### config.mk
export PLATFORM = sky130hd
export DESIGN_NAME = l1_l2_bridge_flat
export DESIGN_NICKNAME = d
export VERILOG_FILES = /design/src/bus_pkg.sv /design/src/l1_l2_if.sv /design/src/l1_l2_bridge.sv /design/src/flat_wrapper.sv
export SDC_FILE = /design/constraint.sdc
export NUM_CORES = 1
export LEC_CHECK = 0
export BUFFER_PORTS_ARGS = -buffer_cell sky130_fd_sc_hd__buf_2
export CORE_AREA = 2 2 228 230
export DETAILED_ROUTE_END_ITERATION = 8
export DIE_AREA = 0 0 230 232
export PLACE_DENSITY = 0.33
export SYNTH_ARGS = -nofsm -noshare
export SYNTH_HDL_FRONTEND = slang
export SYNTH_SLANG_ARGS = --single-unit
export TNS_END_PERCENT = 100
### constraint.sdc
create_clock -name clk_i -period 7.7 [get_ports clk_i]
set_clock_uncertainty 0.2 [all_clocks]
set_input_delay 1.54 -clock clk_i [delete_from_list [all_inputs] [get_ports clk_i]]
set_output_delay 1.54 -clock clk_i [all_outputs]
set_load 0.005 [all_outputs]
### src/bus_pkg.sv
`default_nettype none

package bus_pkg;

  localparam int BLOCK_BITS = 128;
  localparam int ADDR_BITS = 32;

  typedef logic [BLOCK_BITS-1:0] block_t;
  typedef logic [ADDR_BITS-1:0] addr_t;

  typedef enum logic {
    MEM_READ,
    MEM_WRITE
  } mem_cmd_e;

  typedef enum logic [1:0] {
    LOOKUP,
    WRITEBACK,
    ALLOCATE
  } ctrl_state_e;

  typedef enum logic [1:0] {
    IDLE,
    WRITE,
    READ
  } bridge_state_e;

endpackage

`default_nettype wire

### src/l1_l2_if.sv
`timescale 1ns/10ps
`default_nettype none

interface l1_l2_if
  import bus_pkg::*;
();

  // Request fields hold until resp_ready
  logic   req_valid;
  logic   req_wen;
  addr_t  req_addr;
  block_t req_wdata;

  // One-cycle answer from the cache
  logic   resp_ready;
  block_t resp_rdata;

  modport bridge_mp (
    output req_valid,
    output req_wen,
    output req_addr,
    output req_wdata,
    input  resp_ready,
    input  resp_rdata
  );

  modport cache_mp (
    input  req_valid,
    input  req_wen,
    input  req_addr,
    input  req_wdata,
    output resp_ready,
    output resp_rdata
  );

endinterface

`default_nettype wire

### src/l1_l2_bridge.sv
`timescale 1ns/10ps
`default_nettype none

module l1_l2_bridge
  import bus_pkg::*;
(
  input  logic            clk_i,
  input  logic            rst_n,
  input  logic            l1_valid,
  input  logic            l1_wen,
  input  addr_t           l1_addr,
  input  block_t          l1_wdata,
  output logic            l1_ready,
  output block_t          l1_rdata,
  l1_l2_if.bridge_mp      bus
);

  bridge_state_e state_q, state_d;
  addr_t  addr_q;
  block_t wdata_q;

  always_ff @(posedge clk_i or negedge rst_n) begin
    if (!rst_n) begin
      state_q <= IDLE;
    end else begin
      state_q <= state_d;
    end
  end

  // Capture the request when the decision is taken
  always_ff @(posedge clk_i) begin
    if (state_q == IDLE && l1_valid) begin
      addr_q  <= l1_addr;
      wdata_q <= l1_wdata;
    end
  end

  always_comb begin
    state_d        = state_q;
    l1_ready       = 1'b0;
    l1_rdata       = '0;
    bus.req_valid  = 1'b0;
    bus.req_wen    = 1'b0;
    bus.req_addr   = '0;
    bus.req_wdata  = '0;

    case (state_q)
      IDLE: begin
        if (l1_valid) begin
          state_d = l1_wen ? WRITE : READ;
        end
      end
      WRITE: begin
        bus.req_valid = 1'b1;
        bus.req_wen   = 1'b1;
        bus.req_addr  = addr_q;
        bus.req_wdata = wdata_q;
        l1_ready      = bus.resp_ready;
        if (bus.resp_ready) begin
          state_d = IDLE;
        end
      end
      READ: begin
        bus.req_valid = 1'b1;
        bus.req_addr  = addr_q;
        l1_ready      = bus.resp_ready;
        if (bus.resp_ready) begin
          l1_rdata = bus.resp_rdata;
          state_d  = IDLE;
        end
      end
      default: state_d = IDLE;
    endcase
  end

endmodule

`default_nettype wire

### src/flat_wrapper.sv
// flat-port wrapper written by rule: the top's interface ports become plain ports
module l1_l2_bridge_flat import bus_pkg::*;
  (clk_i, rst_n, l1_valid, l1_wen, l1_addr, l1_wdata, l1_ready, l1_rdata, bus_req_valid, bus_req_wen, bus_req_addr, bus_req_wdata, bus_resp_ready, bus_resp_rdata);
  l1_l2_if bus_i ();
  input  logic clk_i;
  input  logic rst_n;
  input  logic l1_valid;
  input  logic l1_wen;
  input  addr_t l1_addr;
  input  block_t l1_wdata;
  output logic l1_ready;
  output block_t l1_rdata;
  output wire logic [$bits(bus_i.req_valid)-1:0] bus_req_valid;
  output wire logic [$bits(bus_i.req_wen)-1:0] bus_req_wen;
  output wire logic [$bits(bus_i.req_addr)-1:0] bus_req_addr;
  output wire logic [$bits(bus_i.req_wdata)-1:0] bus_req_wdata;
  input wire logic [$bits(bus_i.resp_ready)-1:0] bus_resp_ready;
  input wire logic [$bits(bus_i.resp_rdata)-1:0] bus_resp_rdata;
  assign bus_req_valid = bus_i.req_valid;
  assign bus_req_wen = bus_i.req_wen;
  assign bus_req_addr = bus_i.req_addr;
  assign bus_req_wdata = bus_i.req_wdata;
  assign bus_i.resp_ready = bus_resp_ready;
  assign bus_i.resp_rdata = bus_resp_rdata;
  l1_l2_bridge u_core (.clk_i(clk_i), .rst_n(rst_n), .l1_valid(l1_valid), .l1_wen(l1_wen), .l1_addr(l1_addr), .l1_wdata(l1_wdata), .l1_ready(l1_ready), .l1_rdata(l1_rdata), .bus(bus_i));
endmodule
==> results.yml <==
sta:
  rsz0062_at_grt: "false"
  setup_viol: 0
  relSlewSlack_pct: 30.4
  fmaxAchievable_ghz: 0.216
  tightest_slew_ns: 1.04
  finalCritPeriodShare_pct: 60.2
  period_minus_slack_ns: 4.64
  slew_violations: 0
  tns_ns: 0
  worst_slack_ns: 3.06
  finalHoldViolCount: 0
worst_setup_path:
  cp_max_fo: 130
  r2r_start: "u_core.state_q[0]"
  worstRegToRegCells: 4
  critPathRequiredTime_ns: 5.96
  startpoint: "bus_resp_ready"
  rrSetupSlack_ns: 5.02
  critPathLaunchType: "input pin"
  path_class: "in2out"
  critPathArrivalTime_ns: 2.90
  critical_path.reg2reg.endpoint: "u_core.wdata_q[95]"
  end_kind: "output pin"
route:
  first_pass_iters: 6
  wl_per_cell_um: 20.0
  drt-met1-wl_um: 12100
  avgViaCountPerCell: 3.59
  drtIter0Drc: 276
  drc_errors: 0
  vias: 6340
  dr_wl_met2_um: 18800
  routed_wl_um: 35400
  drtAntennaViolNets: 0
  highest_layer: "met5"
  dr_wl_met3_um: 3590
power:
  ir_drop_mv: 0.163
  p_per_area_mw_per_mm2: 302
  leakagePower_nw: 5.83
global_routing:
  grt_max_degree: 131
  antenna_found_initial: 19
  grt-ovfl-total: 0
  track_usage_pct: 12.6
  grt_pass1_wl_um: 47400
  first_global_vias: 6554
cts:
  clk_pin_slew_ns: 0.06
  clockBufferDepth: 2
  clk_latency_ns: 0.46
  cts_num_sinks: 162
  post-cts-setup-buffers: 0
  cts-hold-fix-buffers: 0
  cts_root_buf: "clkbuf_16"
  cts_tree: "done"
  cts_resized: 0
  htreeDepth: 4
  cts_buffers: 17
die:
  start_util_pct: 13.7
  die_w_um: 230
  die_area_mm2: 0.0534
  row_count: 83
  coreArea_mm2: 0.0509
  die_h_um: 232
  ioPinCount: 584
synth:
  synthTopCellsByArea: "edfxtp_1 69%, and2_1 15%, and3_1 12%, clkbuf_1 1.4%, buf_2 1.2%"
  avgSynthCellArea_um2: 13.6
  synth_cell_types: 13
  synth_seq_area_share_pct: 69.8
  synthesis.nets: 806
  synth.top_cell.area_share_pct: 69.1
  synth_cells: 510
  ys_ff_latch: 162
  yosys_warnings: 0
  synthesis.area_mm2: 0.00695
  yosys.area.top_type: "edfxtp_1"
place:
  place_congestion: 0.815
  io_buffers: 583
  hpwl_um: 27600
  post-place-ws_ns: 3.09
cells_and_area:
  nets: 1367
  final_cell_mix: "582 x buf_2, 161 x and2_1, 160 x edfxtp_1"
  fillCellCount: 5666
  drive_gt1_share_pct: 57.0
  mostFrequentLayoutCell: "buf_2"
  syn2layout_area_growth_pct: 61.4
worst_hold_path:
  hold-path-endpoint: "u_core.state_q[0]"
  hold_start: "u_core.state_q[0]"
  hold_depth: 2
  hold_path.class: "reg2reg"
outcome:
  status: "completed"
job:
  drv_cap: 0
[where the power goes]
group          leakage, nW  total [mW]  switching (mW)  internal (mW)
logic                 4.00        1.21           0.721          0.486
registers             1.54        1.26          0.0407           1.22
clock network        0.289       0.918           0.375          0.542
total                 5.83        3.39            1.14           2.25
[synth_stat cells, drive strengths merged]
master and n:
and2 162, nand2b 1, edfxtp 160, ha 3
and3 128, nor2b 2, inv 3, o21ai 4
buf 17, clkbuf 28, dfrtp 2
[area by class of cell]
cell class / instances / area [um2] / share of cell area (%)
Tap cell: 680 / 851 / 7.58
Clock inverter: 13 / 185 / 1.65
Inverter: 3 / 11.3 / 0.100
Multi-Input combinational cell: 300 / 1920 / 17.1
Antenna cell: 2 / 5.00 / 0.0446
Timing Repair Buffer: 587 / 2960 / 26.4
Clock buffer: 19 / 433 / 3.86
Sequential cell: 162 / 4850 / 43.3
[logic make-up after synthesis]
logic type | count (synthesis) | synth area share (%)
and+or+nand+nor | 293 | 26.4
adders and majority gates | 3 | 0.540
AOI/OAI and AO/OA | 4 | 0.288
DFF | 162 | 69.8
buffers and inverters | 48 | 2.97
[per-layer routing]
layer  global-route usage (%)  up-vias
met5                        0        -
met4                     4.21       22
met3                     6.21       59
met2                     23.7      343
met1                     11.8     2998
li1                         -     2918
[metrics by stage]
step / utilization [%] / total power [mW] / cells / area, um2 / hold WS [ns]
2_1_floorplan: - / 1.86 / 510 / 6950 / 0.298
3_3_place_gp: 20.8 / 2.55 / 1732 / 10600 / 0.388
3_5_place_dp: 20.8 / 2.54 / 1732 / 10600 / 0.403
4_1_cts: 22.0 / 3.49 / 1764 / 11200 / 0.422
5_1_grt: 22.0 / 3.61 / 1764 / 11200 / 0.469
6_report: 22.1 / 3.39 / 1766 / 11200 / 0.413
[flip-flops by register name (all words and copies together), names as in the netlist]
register / cells
u_core.wdata_q: 128
u_core.addr_q: 32
u_core.state_q: 2
[worst max-delay path by stage]
stage                                   end  depth (start not counted)
final                          l1_rdata[47]                          3
after global routing      bus_req_wdata[38]                          5
after CTS                      l1_rdata[47]                          3
after detailed placement       l1_rdata[47]                          3
after global placement         l1_rdata[47]                          3
after floorplan            u_core.addr_q[0]                          1
[worst max-delay path, cell delays in order]
cell and delay [ns]:
buf_4 0.72, and3_1 0.40, buf_2 0.16
(Power assumes the default switching activity.)
