## config.mk

```make
export PLATFORM = sky130hd
export DESIGN_NAME = l2_cache_ctrl_flat
export DESIGN_NICKNAME = d
export VERILOG_FILES = /design/src/cache_pkg.sv /design/src/bus_pkg.sv /design/src/l1_l2_if.sv /design/src/l2_cache_ctrl.sv /design/src/flat_wrapper.sv
export SDC_FILE = /design/constraint.sdc
export NUM_CORES = 1
export LEC_CHECK = 0
export BUFFER_PORTS_ARGS = -buffer_cell sky130_fd_sc_hd__buf_2
export CAP_MARGIN = 20
export CORE_AREA = 2 2 359 361
export CTS_BUF_LIST = sky130_fd_sc_hd__clkbuf_8 sky130_fd_sc_hd__clkbuf_16
export DETAILED_ROUTE_END_ITERATION = 7
export DIE_AREA = 0 0 361 363
export SYNTH_ARGS = -nofsm -noshare
export SYNTH_HDL_FRONTEND = slang
export SYNTH_SLANG_ARGS = --single-unit
```

## constraint.sdc

```tcl
create_clock -name clk_i -period 3.9 [get_ports clk_i]
set_input_delay 0.195 -clock clk_i [delete_from_list [all_inputs] [get_ports clk_i]]
set_output_delay 0.195 -clock clk_i [all_outputs]
set_load 0.02 [all_outputs]
```

## src/cache_pkg.sv

```systemverilog
`default_nettype none

package cache_pkg;

  // Geometry of the L2 array
  localparam int SET_NUM = 64;
  localparam int WAY_NUM = 4;
  localparam int OFFSET_BITS = 4;

  localparam int SET_BITS = $clog2(SET_NUM);
  localparam int WAY_BITS = $clog2(WAY_NUM);
  // Byte address is 32 bits wide
  localparam int TAG_BITS = 32 - SET_BITS - OFFSET_BITS;

  typedef logic [SET_BITS-1:0] set_idx_t;
  typedef logic [WAY_BITS-1:0] way_idx_t;
  typedef logic [TAG_BITS-1:0] tag_t;

endpackage

`default_nettype wire

```

## src/bus_pkg.sv

```systemverilog
`default_nettype none

package bus_pkg;

  localparam int BLOCK_BITS = 128;
  localparam int ADDR_BITS = 32;

  typedef logic [BLOCK_BITS-1:0] block_t;
  typedef logic [ADDR_BITS-1:0] addr_t;

  typedef enum logic {
    MEM_READ,
    MEM_WRITE
  } mem_cmd_e;

  typedef enum logic [1:0] {
    LOOKUP,
    WRITEBACK,
    ALLOCATE
  } ctrl_state_e;

  typedef enum logic [1:0] {
    IDLE,
    WRITE,
    READ
  } bridge_state_e;

endpackage

`default_nettype wire

```

## src/l1_l2_if.sv

```systemverilog
`timescale 1ns/10ps
`default_nettype none

interface l1_l2_if
  import bus_pkg::*;
();

  // Request fields hold until resp_ready
  logic   req_valid;
  logic   req_wen;
  addr_t  req_addr;
  block_t req_wdata;

  // One-cycle answer from the cache
  logic   resp_ready;
  block_t resp_rdata;

  modport bridge_mp (
    output req_valid,
    output req_wen,
    output req_addr,
    output req_wdata,
    input  resp_ready,
    input  resp_rdata
  );

  modport cache_mp (
    input  req_valid,
    input  req_wen,
    input  req_addr,
    input  req_wdata,
    output resp_ready,
    output resp_rdata
  );

endinterface

`default_nettype wire

```

## src/l2_cache_ctrl.sv

```systemverilog
`timescale 1ns/10ps
`default_nettype none

module l2_cache_ctrl
  import cache_pkg::*;
  import bus_pkg::*;
(
  input  logic        clk_i,
  input  logic        rst_n,
  l1_l2_if.cache_mp   bus,
  output logic        mem_valid,
  output mem_cmd_e    mem_cmd,
  output addr_t       mem_addr,
  output block_t      mem_wdata,
  input  logic        mem_ready,
  input  block_t      mem_rdata,
  output set_idx_t    lookup_set,
  output tag_t        lookup_tag,
  input  logic        hit,
  input  way_idx_t    hit_way,
  output way_idx_t    rd_way,
  input  block_t      rd_data,
  input  tag_t        rd_tag,
  input  logic        rd_dirty,
  output logic        wr_en,
  output way_idx_t    wr_way,
  output block_t      wr_data,
  output tag_t        wr_tag,
  output logic        wr_dirty,
  output logic        touch,
  output way_idx_t    touch_way,
  input  way_idx_t    victim_way
);

  ctrl_state_e state_q, state_d;

  assign lookup_tag = bus.req_addr[ADDR_BITS-1 -: TAG_BITS];
  assign lookup_set = bus.req_addr[OFFSET_BITS +: SET_BITS];

  // Victim stays put through a miss, no touch happens before the install
  assign rd_way = (state_q == LOOKUP && hit) ? hit_way : victim_way;

  always_ff @(posedge clk_i or negedge rst_n) begin
    if (!rst_n) begin
      state_q <= LOOKUP;
    end else begin
      state_q <= state_d;
    end
  end

  always_comb begin
    state_d        = state_q;
    bus.resp_ready = 1'b0;
    bus.resp_rdata = '0;
    mem_valid      = 1'b0;
    mem_cmd        = MEM_READ;
    mem_addr       = '0;
    mem_wdata      = '0;
    wr_en          = 1'b0;
    wr_way         = victim_way;
    wr_data        = mem_rdata;
    wr_tag         = lookup_tag;
    wr_dirty       = 1'b0;
    touch          = 1'b0;
    touch_way      = victim_way;

    case (state_q)
      LOOKUP: begin
        if (bus.req_valid && hit) begin
          bus.resp_ready = 1'b1;
          bus.resp_rdata = rd_data;
          touch          = 1'b1;
          touch_way      = hit_way;
          if (bus.req_wen) begin
            wr_en    = 1'b1;
            wr_way   = hit_way;
            wr_data  = bus.req_wdata;
            wr_dirty = 1'b1;
          end
        end else if (bus.req_valid) begin
          state_d = rd_dirty ? WRITEBACK : ALLOCATE;
        end
      end
      WRITEBACK: begin
        // Victim goes back to its own block address
        mem_valid = 1'b1;
        mem_cmd   = MEM_WRITE;
        mem_addr  = {rd_tag, lookup_set, {OFFSET_BITS{1'b0}}};
        mem_wdata = rd_data;
        if (mem_ready) begin
          state_d = ALLOCATE;
        end
      end
      ALLOCATE: begin
        mem_valid = 1'b1;
        mem_addr  = {lookup_tag, lookup_set, {OFFSET_BITS{1'b0}}};
        if (mem_ready) begin
          // Install clean, the retried lookup then hits
          wr_en   = 1'b1;
          touch   = 1'b1;
          state_d = LOOKUP;
        end
      end
      default: state_d = LOOKUP;
    endcase
  end

endmodule

`default_nettype wire

```

## src/flat_wrapper.sv

```systemverilog
// flat-port wrapper written by rule: the top's interface ports become plain ports
module l2_cache_ctrl_flat import cache_pkg::*; import bus_pkg::*;
  (clk_i, rst_n, mem_valid, mem_cmd, mem_addr, mem_wdata, mem_ready, mem_rdata, lookup_set, lookup_tag, hit, hit_way, rd_way, rd_data, rd_tag, rd_dirty, wr_en, wr_way, wr_data, wr_tag, wr_dirty, touch, touch_way, victim_way, bus_req_valid, bus_req_wen, bus_req_addr, bus_req_wdata, bus_resp_ready, bus_resp_rdata);
  l1_l2_if bus_i ();
  input  logic clk_i;
  input  logic rst_n;
  output logic mem_valid;
  output mem_cmd_e mem_cmd;
  output addr_t mem_addr;
  output block_t mem_wdata;
  input  logic mem_ready;
  input  block_t mem_rdata;
  output set_idx_t lookup_set;
  output tag_t lookup_tag;
  input  logic hit;
  input  way_idx_t hit_way;
  output way_idx_t rd_way;
  input  block_t rd_data;
  input  tag_t rd_tag;
  input  logic rd_dirty;
  output logic wr_en;
  output way_idx_t wr_way;
  output block_t wr_data;
  output tag_t wr_tag;
  output logic wr_dirty;
  output logic touch;
  output way_idx_t touch_way;
  input  way_idx_t victim_way;
  input wire logic [$bits(bus_i.req_valid)-1:0] bus_req_valid;
  input wire logic [$bits(bus_i.req_wen)-1:0] bus_req_wen;
  input wire logic [$bits(bus_i.req_addr)-1:0] bus_req_addr;
  input wire logic [$bits(bus_i.req_wdata)-1:0] bus_req_wdata;
  output wire logic [$bits(bus_i.resp_ready)-1:0] bus_resp_ready;
  output wire logic [$bits(bus_i.resp_rdata)-1:0] bus_resp_rdata;
  assign bus_i.req_valid = bus_req_valid;
  assign bus_i.req_wen = bus_req_wen;
  assign bus_i.req_addr = bus_req_addr;
  assign bus_i.req_wdata = bus_req_wdata;
  assign bus_resp_ready = bus_i.resp_ready;
  assign bus_resp_rdata = bus_i.resp_rdata;
  l2_cache_ctrl u_core (.clk_i(clk_i), .rst_n(rst_n), .bus(bus_i), .mem_valid(mem_valid), .mem_cmd(mem_cmd), .mem_addr(mem_addr), .mem_wdata(mem_wdata), .mem_ready(mem_ready), .mem_rdata(mem_rdata), .lookup_set(lookup_set), .lookup_tag(lookup_tag), .hit(hit), .hit_way(hit_way), .rd_way(rd_way), .rd_data(rd_data), .rd_tag(rd_tag), .rd_dirty(rd_dirty), .wr_en(wr_en), .wr_way(wr_way), .wr_data(wr_data), .wr_tag(wr_tag), .wr_dirty(wr_dirty), .touch(touch), .touch_way(touch_way), .victim_way(victim_way));
endmodule
```

==> results of run 1 <==
-- cell families after synthesis --
| family | count (synthesis) |
|---|---|
| AO/OA/AOI/OAI | 26 |
| adder cells (fa/ha/maj) | 5 |
| flip-flops | 2 |
| multiplexers | 136 |
| AND/OR/NAND/NOR | 294 |
| other | 1 |
| buffers and inverters | 108 |
-- stage by stage --
| step | instance area (um^2) | hold WS (ps) | instances | utilization, % | power (mW) |
|---|---|---|---|---|---|
| 2_1_floorplan | 4760 | -101 | 575 | - | 2.02 |
| 3_3_place_gp | 10900 | -4.26 | 3061 | 8.55 | 3.74 |
| 3_5_place_dp | 10900 | -3.95 | 3061 | 8.55 | 3.76 |
| 4_1_cts | 10900 | 278 | 3065 | 8.61 | 3.94 |
| 5_1_grt | 11000 | 307 | 3073 | 8.63 | 4.09 |
| 6_report | 11000 | 270 | 3075 | 8.63 | 3.85 |
-- path summary, 6_finish.rpt --
kind	start	end	slack (ps)	depth (start not counted)
min in group asynchronous	rst_n	u_core.state_q[1]	470	2
min reg2reg	u_core.state_q[1]	u_core.state_q[1]	680	2
max	u_core.state_q[0]	wr_data[98]	660	7
min	rd_dirty	u_core.state_q[0]	270	3
max reg2reg	u_core.state_q[1]	u_core.state_q[0]	2110	5
max in group asynchronous	rst_n	u_core.state_q[0]	3330	2
-- worst register-to-register path, stage by stage, from the launching register on --
cell and delay, ps:
dfrtp_1 400, inv_1 160, ha_4 680, nor2_1 90, a2bb2oi_1 190, mux2i_1 140
-- power breakdown --
part / switching [mW] / leakage (nW) / internal [mW] / total, mW
registers: 0.00875 / 0.0253 / 0.0304 / 0.0392
clock network: 0.0253 / 0.0370 / 0.131 / 0.156
logic: 2.45 / 6.13 / 1.21 / 3.66
-- repair_timing --
action                                  CTS  global route
hold buffers                              1             0
endpoints found under the setup margin    0             0
endpoints found under the hold margin     2             0
-- layout make-up --
cell class	instances	area [um^2]	share of cell area, %
Inverter	4	15.0	0.137
Clock buffer	3	75.1	0.684
Sequential cell	2	50.0	0.456
Timing Repair Buffer	929	4700	42.9
Tap cell	1662	2080	19.0
Multi-Input combinational cell	465	4020	36.6
Antenna cell	10	25.0	0.228
-- per-layer routing --
| layer | up-vias | global-route usage [%] | share of wire [%] |
|---|---|---|---|
| met5 | - | 0 | 0.16 |
| met2 | 732 | 20.1 | 43 |
| met1 | 3832 | 16.8 | 43 |
| met3 | 142 | 6.03 | 12 |
| met4 | 24 | 2.19 | 2.6 |
| li1 | 3481 | - | - |
-- cell usage after synthesis (all sizes together), types with 2 or more instances --
cell	n	share of area, %
mux2i	2	0.42
dfrtp	2	1.1
ha	5	1.3
buf	80	13
nor2b	22	2.9
clkbuf	24	1.9
inv	4	0.32
nand2b	2	0.26
and2	262	35
mux2	134	40
a22oi	22	3.5
nand2	4	0.32
==> reports/qor.txt, run 1 <==
vias in the first global route -> 7436
slew of the pin with the lowest slew margin -> 874 ps
Area Overhead vs Synth -> 131%
Die Height -> 363 um
headroom to the max-slew limit -> 41.5%
crit-path max cell delay -> 680 ps
cells along the critical path -> inv_1 > ha_1 > nand4_1 > buf_4 > buf_4 > mux2_4 > buf_2
mux contribution to synthesized area -> 40.1%
Buf+Inv Stages, Crit Path -> 4
clk_skew -> 0.775 ps
FILL cells -> 15020
vias -> 8211
Placement Rows -> 131
setup bufs post-CTS -> 0
top flop regs -> u_core.state_q (2)
Synth Cell Area -> 4750 um^2
Max clock buf depth -> 2
area share of fa/ha/maj cells after synthesis -> 1.32%
Main synth FF type -> dfrtp_1
post-synthesis cell type count -> 24
post-synthesis sequential area ratio -> 1.05%
GRT Util Overall -> 13.1%
cell mode on critical path -> buf_4
total CTS buffers -> 3
synthesized area per cell -> 8.30 um^2
final hold vios -> 0
FFs w/ async S/R, synth -> 100%
max reg flops -> 2
Setup WS pre-CTS -> 870 ps
I/O pins -> 927
WL final -> 91.5 mm
CTS H-tree depth -> 1
critical path class -> flip-flop to output port
worst vdd ir -> 524 uV
max-slew violation count -> 0
crit end category -> output port
post-synthesis xor/xnor area fraction -> 0%
final setup vio count -> 0
# nets final -> 1859
ANT nets after route -> 0
worst skew pair latency -> 220 ps
delay-heaviest family, CP -> buffers and inverters
class of the worst hold path -> primary input to flip-flop
crit start category -> flip-flop
Die Wd -> 361 um
global route overflow -> 0
wire per inst -> 29.8 um
Post-Synth Simple-Gate Area -> 38.5%
largest net degree at the start of global routing -> 75
Max Cap Violations -> 0
unrepaired setup endpoints after global routing -> no
router iterations before antenna repair -> 5
Core Region -> 127000 um^2
minimum clock period -> 3240 ps
commonest non-fill, non-tap cell in the layout -> buf_2
number of synthesis warnings -> 0
CP required -> 3700 ps
die area -> 131000 um^2
vias per cell -> 2.67
Compound-Gate Fraction of Synth Area -> 4.09%
CP Max Fanout -> 40
first-pass GRT wire length -> 106 mm
IO Port Bufs -> 918
worst path arrival time -> 3040 ps
Slowest-stage cell, CP -> buf_4
Reg clk slew, reported paths -> 30 ps
setup TNS -> 0 ps
CTS resizes -> 0
GP Congestion -> 0.957
post-synthesis register bit count -> 2
share of cells above drive strength 1 -> 76.1%
TritonCTS clock tree -> yes
TritonCTS Sinks -> 2
Top reg by flops -> u_core.state_q
most frequent cells in the layout -> buf_2 (918), and2_1 (262), mux2_4 (100)
DRC -> 0
fmax -> 309 MHz
Post-DP HPWL -> 87.1 mm
pwr/cell area -> 351 nW/um^2
status -> completed
starting DRC count in detailed routing -> 426
Starting Density -> 3.74%
fin crit share -> 83.0%
EDFF count, synth -> 0
initial antenna violation count -> 76
CTS Root Cell -> clkbuf_16
leak pwr -> 6.19 nW
combinational family with the most area after synthesis -> multiplexers
Post-Syn Instances -> 572
worst setup margin -> 662 ps
(Power assumes the default switching activity.)
==> run 2: changes to the inputs <==
--- a/config.mk
+++ b/config.mk
@@ -5,12 +5,13 @@
 export SDC_FILE = /design/constraint.sdc
 export NUM_CORES = 1
 export LEC_CHECK = 0
+export ABC_AREA = 1
 export BUFFER_PORTS_ARGS = -buffer_cell sky130_fd_sc_hd__buf_2
 export CAP_MARGIN = 20
-export CORE_AREA = 2 2 359 361
+export CORE_AREA = 2 2 362 364
 export CTS_BUF_LIST = sky130_fd_sc_hd__clkbuf_8 sky130_fd_sc_hd__clkbuf_16
 export DETAILED_ROUTE_END_ITERATION = 7
-export DIE_AREA = 0 0 361 363
+export DIE_AREA = 0 0 364 366
 export SYNTH_ARGS = -nofsm -noshare
 export SYNTH_HDL_FRONTEND = slang
 export SYNTH_SLANG_ARGS = --single-unit
==> constraint.sdc (replaced) <==
create_clock -name clk_i -period 3.02 [get_ports clk_i]
set_input_delay 0.151 -clock clk_i [delete_from_list [all_inputs] [get_ports clk_i]]
set_output_delay 0.151 -clock clk_i [all_outputs]
set_load 0.02 [all_outputs]
==> run 2 against run 1 <==
Compared with the run above:
- count of clock-buffer cells in the layout stayed put
- clock skew is 0.60 ps higher
- core utilization is 0.16 points higher
- non-clock buffer count is 9 higher
- via count is 27% higher
- total power is 36% higher
- clock power is 26% higher
- critical path depth is 2 higher
- sequential share of layout area hardly changed
- flip-flop and latch count stayed put
- worst hold slack better by 34 ps
- sequential power is 37% higher
- critical path type unchanged
- largest cell class unchanged
- largest power group unchanged
==> reports/qor.txt, run 2 <==
synthesized area per cell -> 4.26 um^2
first-pass GRT wire length -> 110 mm
ANT nets after route -> 0
Placement Rows -> 132
critical path class -> flip-flop to output port
r2r setup slk -> 1520 ps
commonest non-fill, non-tap cell in the layout -> buf_2
vias in the first global route -> 9113
CP Max Fanout -> 68
top cells by count, synth -> nand2_1 (445), inv_1 (274), nor2_1 (135), nand3_1 (131), buf_4 (61)
WL final -> 93.4 mm
Clk pwr share -> 3.7%
die area -> 133000 um^2
GP Congestion -> 0.958
clk_skew -> 1.38 ps
worst path arrival time -> 2620 ps
share of cells above drive strength 1 -> 47.9%
status -> completed
Worst R2R End -> u_core.state_q[1]
R2R cell count -> 6
largest net degree at the start of global routing -> 93
Comb pwr share -> 95.2%
top cells by area, synth -> nand2_1 (34%), inv_1 (21%), nand3_1 (13%)
Synth Cell Area -> 4940 um^2
DRC -> 0
worst vdd ir -> 590 uV
max reg flops -> 2
r2r startpoint -> u_core.state_q[1]
Area Overhead vs Synth -> 130%
unrepaired setup endpoints after global routing -> no
EDFF count, synth -> 0
CP required -> 2870 ps
Int Power -> 1.48 mW
crit start category -> flip-flop
initial antenna violation count -> 61
total CTS buffers -> 3
worst skew pair latency -> 220 ps
CTS H-tree depth -> 1
final setup vio count -> 0
minimum clock period -> 2770 ps
TritonCTS Sinks -> 2
final hold vios -> 0
post-synthesis register bit count -> 2
TritonCTS clock tree -> yes
post-synthesis cell type count -> 19
crit end category -> output port
Setup WS pre-CTS -> 453 ps
IO Port Bufs -> 918
Post-DP HPWL -> 88.6 mm
Die Height -> 366 um
starting DRC count in detailed routing -> 715
fmax -> 361 MHz
vias -> 10466
leak pwr -> 7.91 nW
worst setup margin -> 251 ps
Main synth FF type -> dfrtp_1
setup bufs post-CTS -> 0
headroom to the max-slew limit -> 51.8%
top flop regs -> u_core.state_q (2)
Sw Pwr -> 3.77 mW
Top reg by flops -> u_core.state_q
post-synthesis sequential area ratio -> 1.01%
vias per cell -> 2.81
router iterations before antenna repair -> 6
Starting Density -> 3.83%
fin crit share -> 91.7%
Die Wd -> 364 um
Max Cap Violations -> 0
# nets final -> 2428
GRT Util Overall -> 13.2%
pwr/cell area -> 463 nW/um^2
max-slew violation count -> 0
most frequent cells in the layout -> buf_2 (917), nand2_1 (445), inv_1 (274)
count leader, synth -> nand2_1
wire per inst -> 25.1 um
global route overflow -> 0
setup TNS -> 0 ps
Net Sw Frac -> 71.8%
I/O pins -> 927
class of the worst hold path -> primary input to asynchronous set/reset pin
slew of the pin with the lowest slew margin -> 722 ps
area share of the largest cell type after synthesis -> 33.8%
number of synthesis warnings -> 0
CTS resizes -> 0
Reg clk slew, reported paths -> 30 ps
Core Region -> 129000 um^2
Placed Cells -> 3710
sequential power share -> 1.0%
area leader, netlist -> nand2_1
Post-Syn Instances -> 1159
FFs w/ async S/R, synth -> 100%
CTS Root Cell -> clkbuf_16
final std cells w/o fill -> 3727
Max clock buf depth -> 2
run 2: cell count changes after synthesis, moves of 34 or more:
cell and delta:
mux2_2 -34, nand2_1 +441, nand3_1 +130, and2_1 -262, inv_1 +270, mux2_4 -100
nor2_1 +134
run 2: worst max path at each step:
stage                      startpoint     endpoint  cells past startpoint
floorplan           u_core.state_q[0]    wr_way[0]                      7
global placement    u_core.state_q[0]  wr_data[13]                      9
detailed placement  u_core.state_q[1]  wr_data[13]                      9
CTS                 u_core.state_q[1]  wr_data[13]                      9
global route        u_core.state_q[1]  wr_data[13]                      9
finish              u_core.state_q[1]  wr_data[13]                      9
run 2: stage by stage:
stage                     cell area (um^2)  power [mW]  hold slack, ps  utilization [%]
final                                11300        5.25             303             8.80
after global routing                 11300        5.67             328             8.78
after CTS                            11300        5.40             307             8.77
after detailed placement             11200        5.18           -56.0             8.71
after global placement               11200        5.16           -60.4             8.71
after floorplan                       4950        2.56            -145                -
run 2: critical path, cell delays in order, from the launching register on:
cell and delay (ps):
dfrtp_1 410, inv_1 150, ha_1 220, inv_1 100, nor2_4 100, buf_4 260
buf_12 290, nand3_1 220, nand2_1 320, buf_2 250
run 2: power by group through the flow:
stage               combinational [mW]  sequential [mW]  clock (mW)
floorplan                         2.51           0.0470           0
global placement                  5.11           0.0510           0
detailed placement                5.13           0.0531           0
CTS                               5.15           0.0534       0.199
global route                      5.41           0.0546       0.203
finish                            5.00           0.0537       0.196
run 2: repair_timing:
action | CTS | global route
endpoints found under the hold margin | 2 | 0
setup endpoints to repair | 0 | 0
hold buffers | 1 | 0
run 2: kinds of logic after synthesis:
| group | synth area share, % |
|---|---|
| AOI/OAI and AO/OA | 3.55 |
| adders and majority gates | 1.27 |
| buffers and inverters | 36.4 |
| DFF | 1.01 |
| other | 0.0759 |
| and+or+nand+nor | 57.7 |
run 2: cell type report:
type                       instances  area [um^2]
fill                           15435       118000
antenna                           13         32.5
tap                             1742         2180
clock buffer                       3         75.1
sequential                         2         50.0
multi-input combinational        755         3140
timing repair buffer             938         4840
inverter                         274         1030
run 2: routing by layer:
| metal | global-route usage, % | vias up | part of all wire, % |
|---|---|---|---|
| li1 | - | 4894 | - |
| met1 | 16.6 | 4777 | 42 |
| met2 | 20.5 | 699 | 42 |
| met3 | 7.41 | 86 | 15 |
| met4 | 0.559 | 10 | 0.85 |
| met5 | 0 | - | 0.073 |
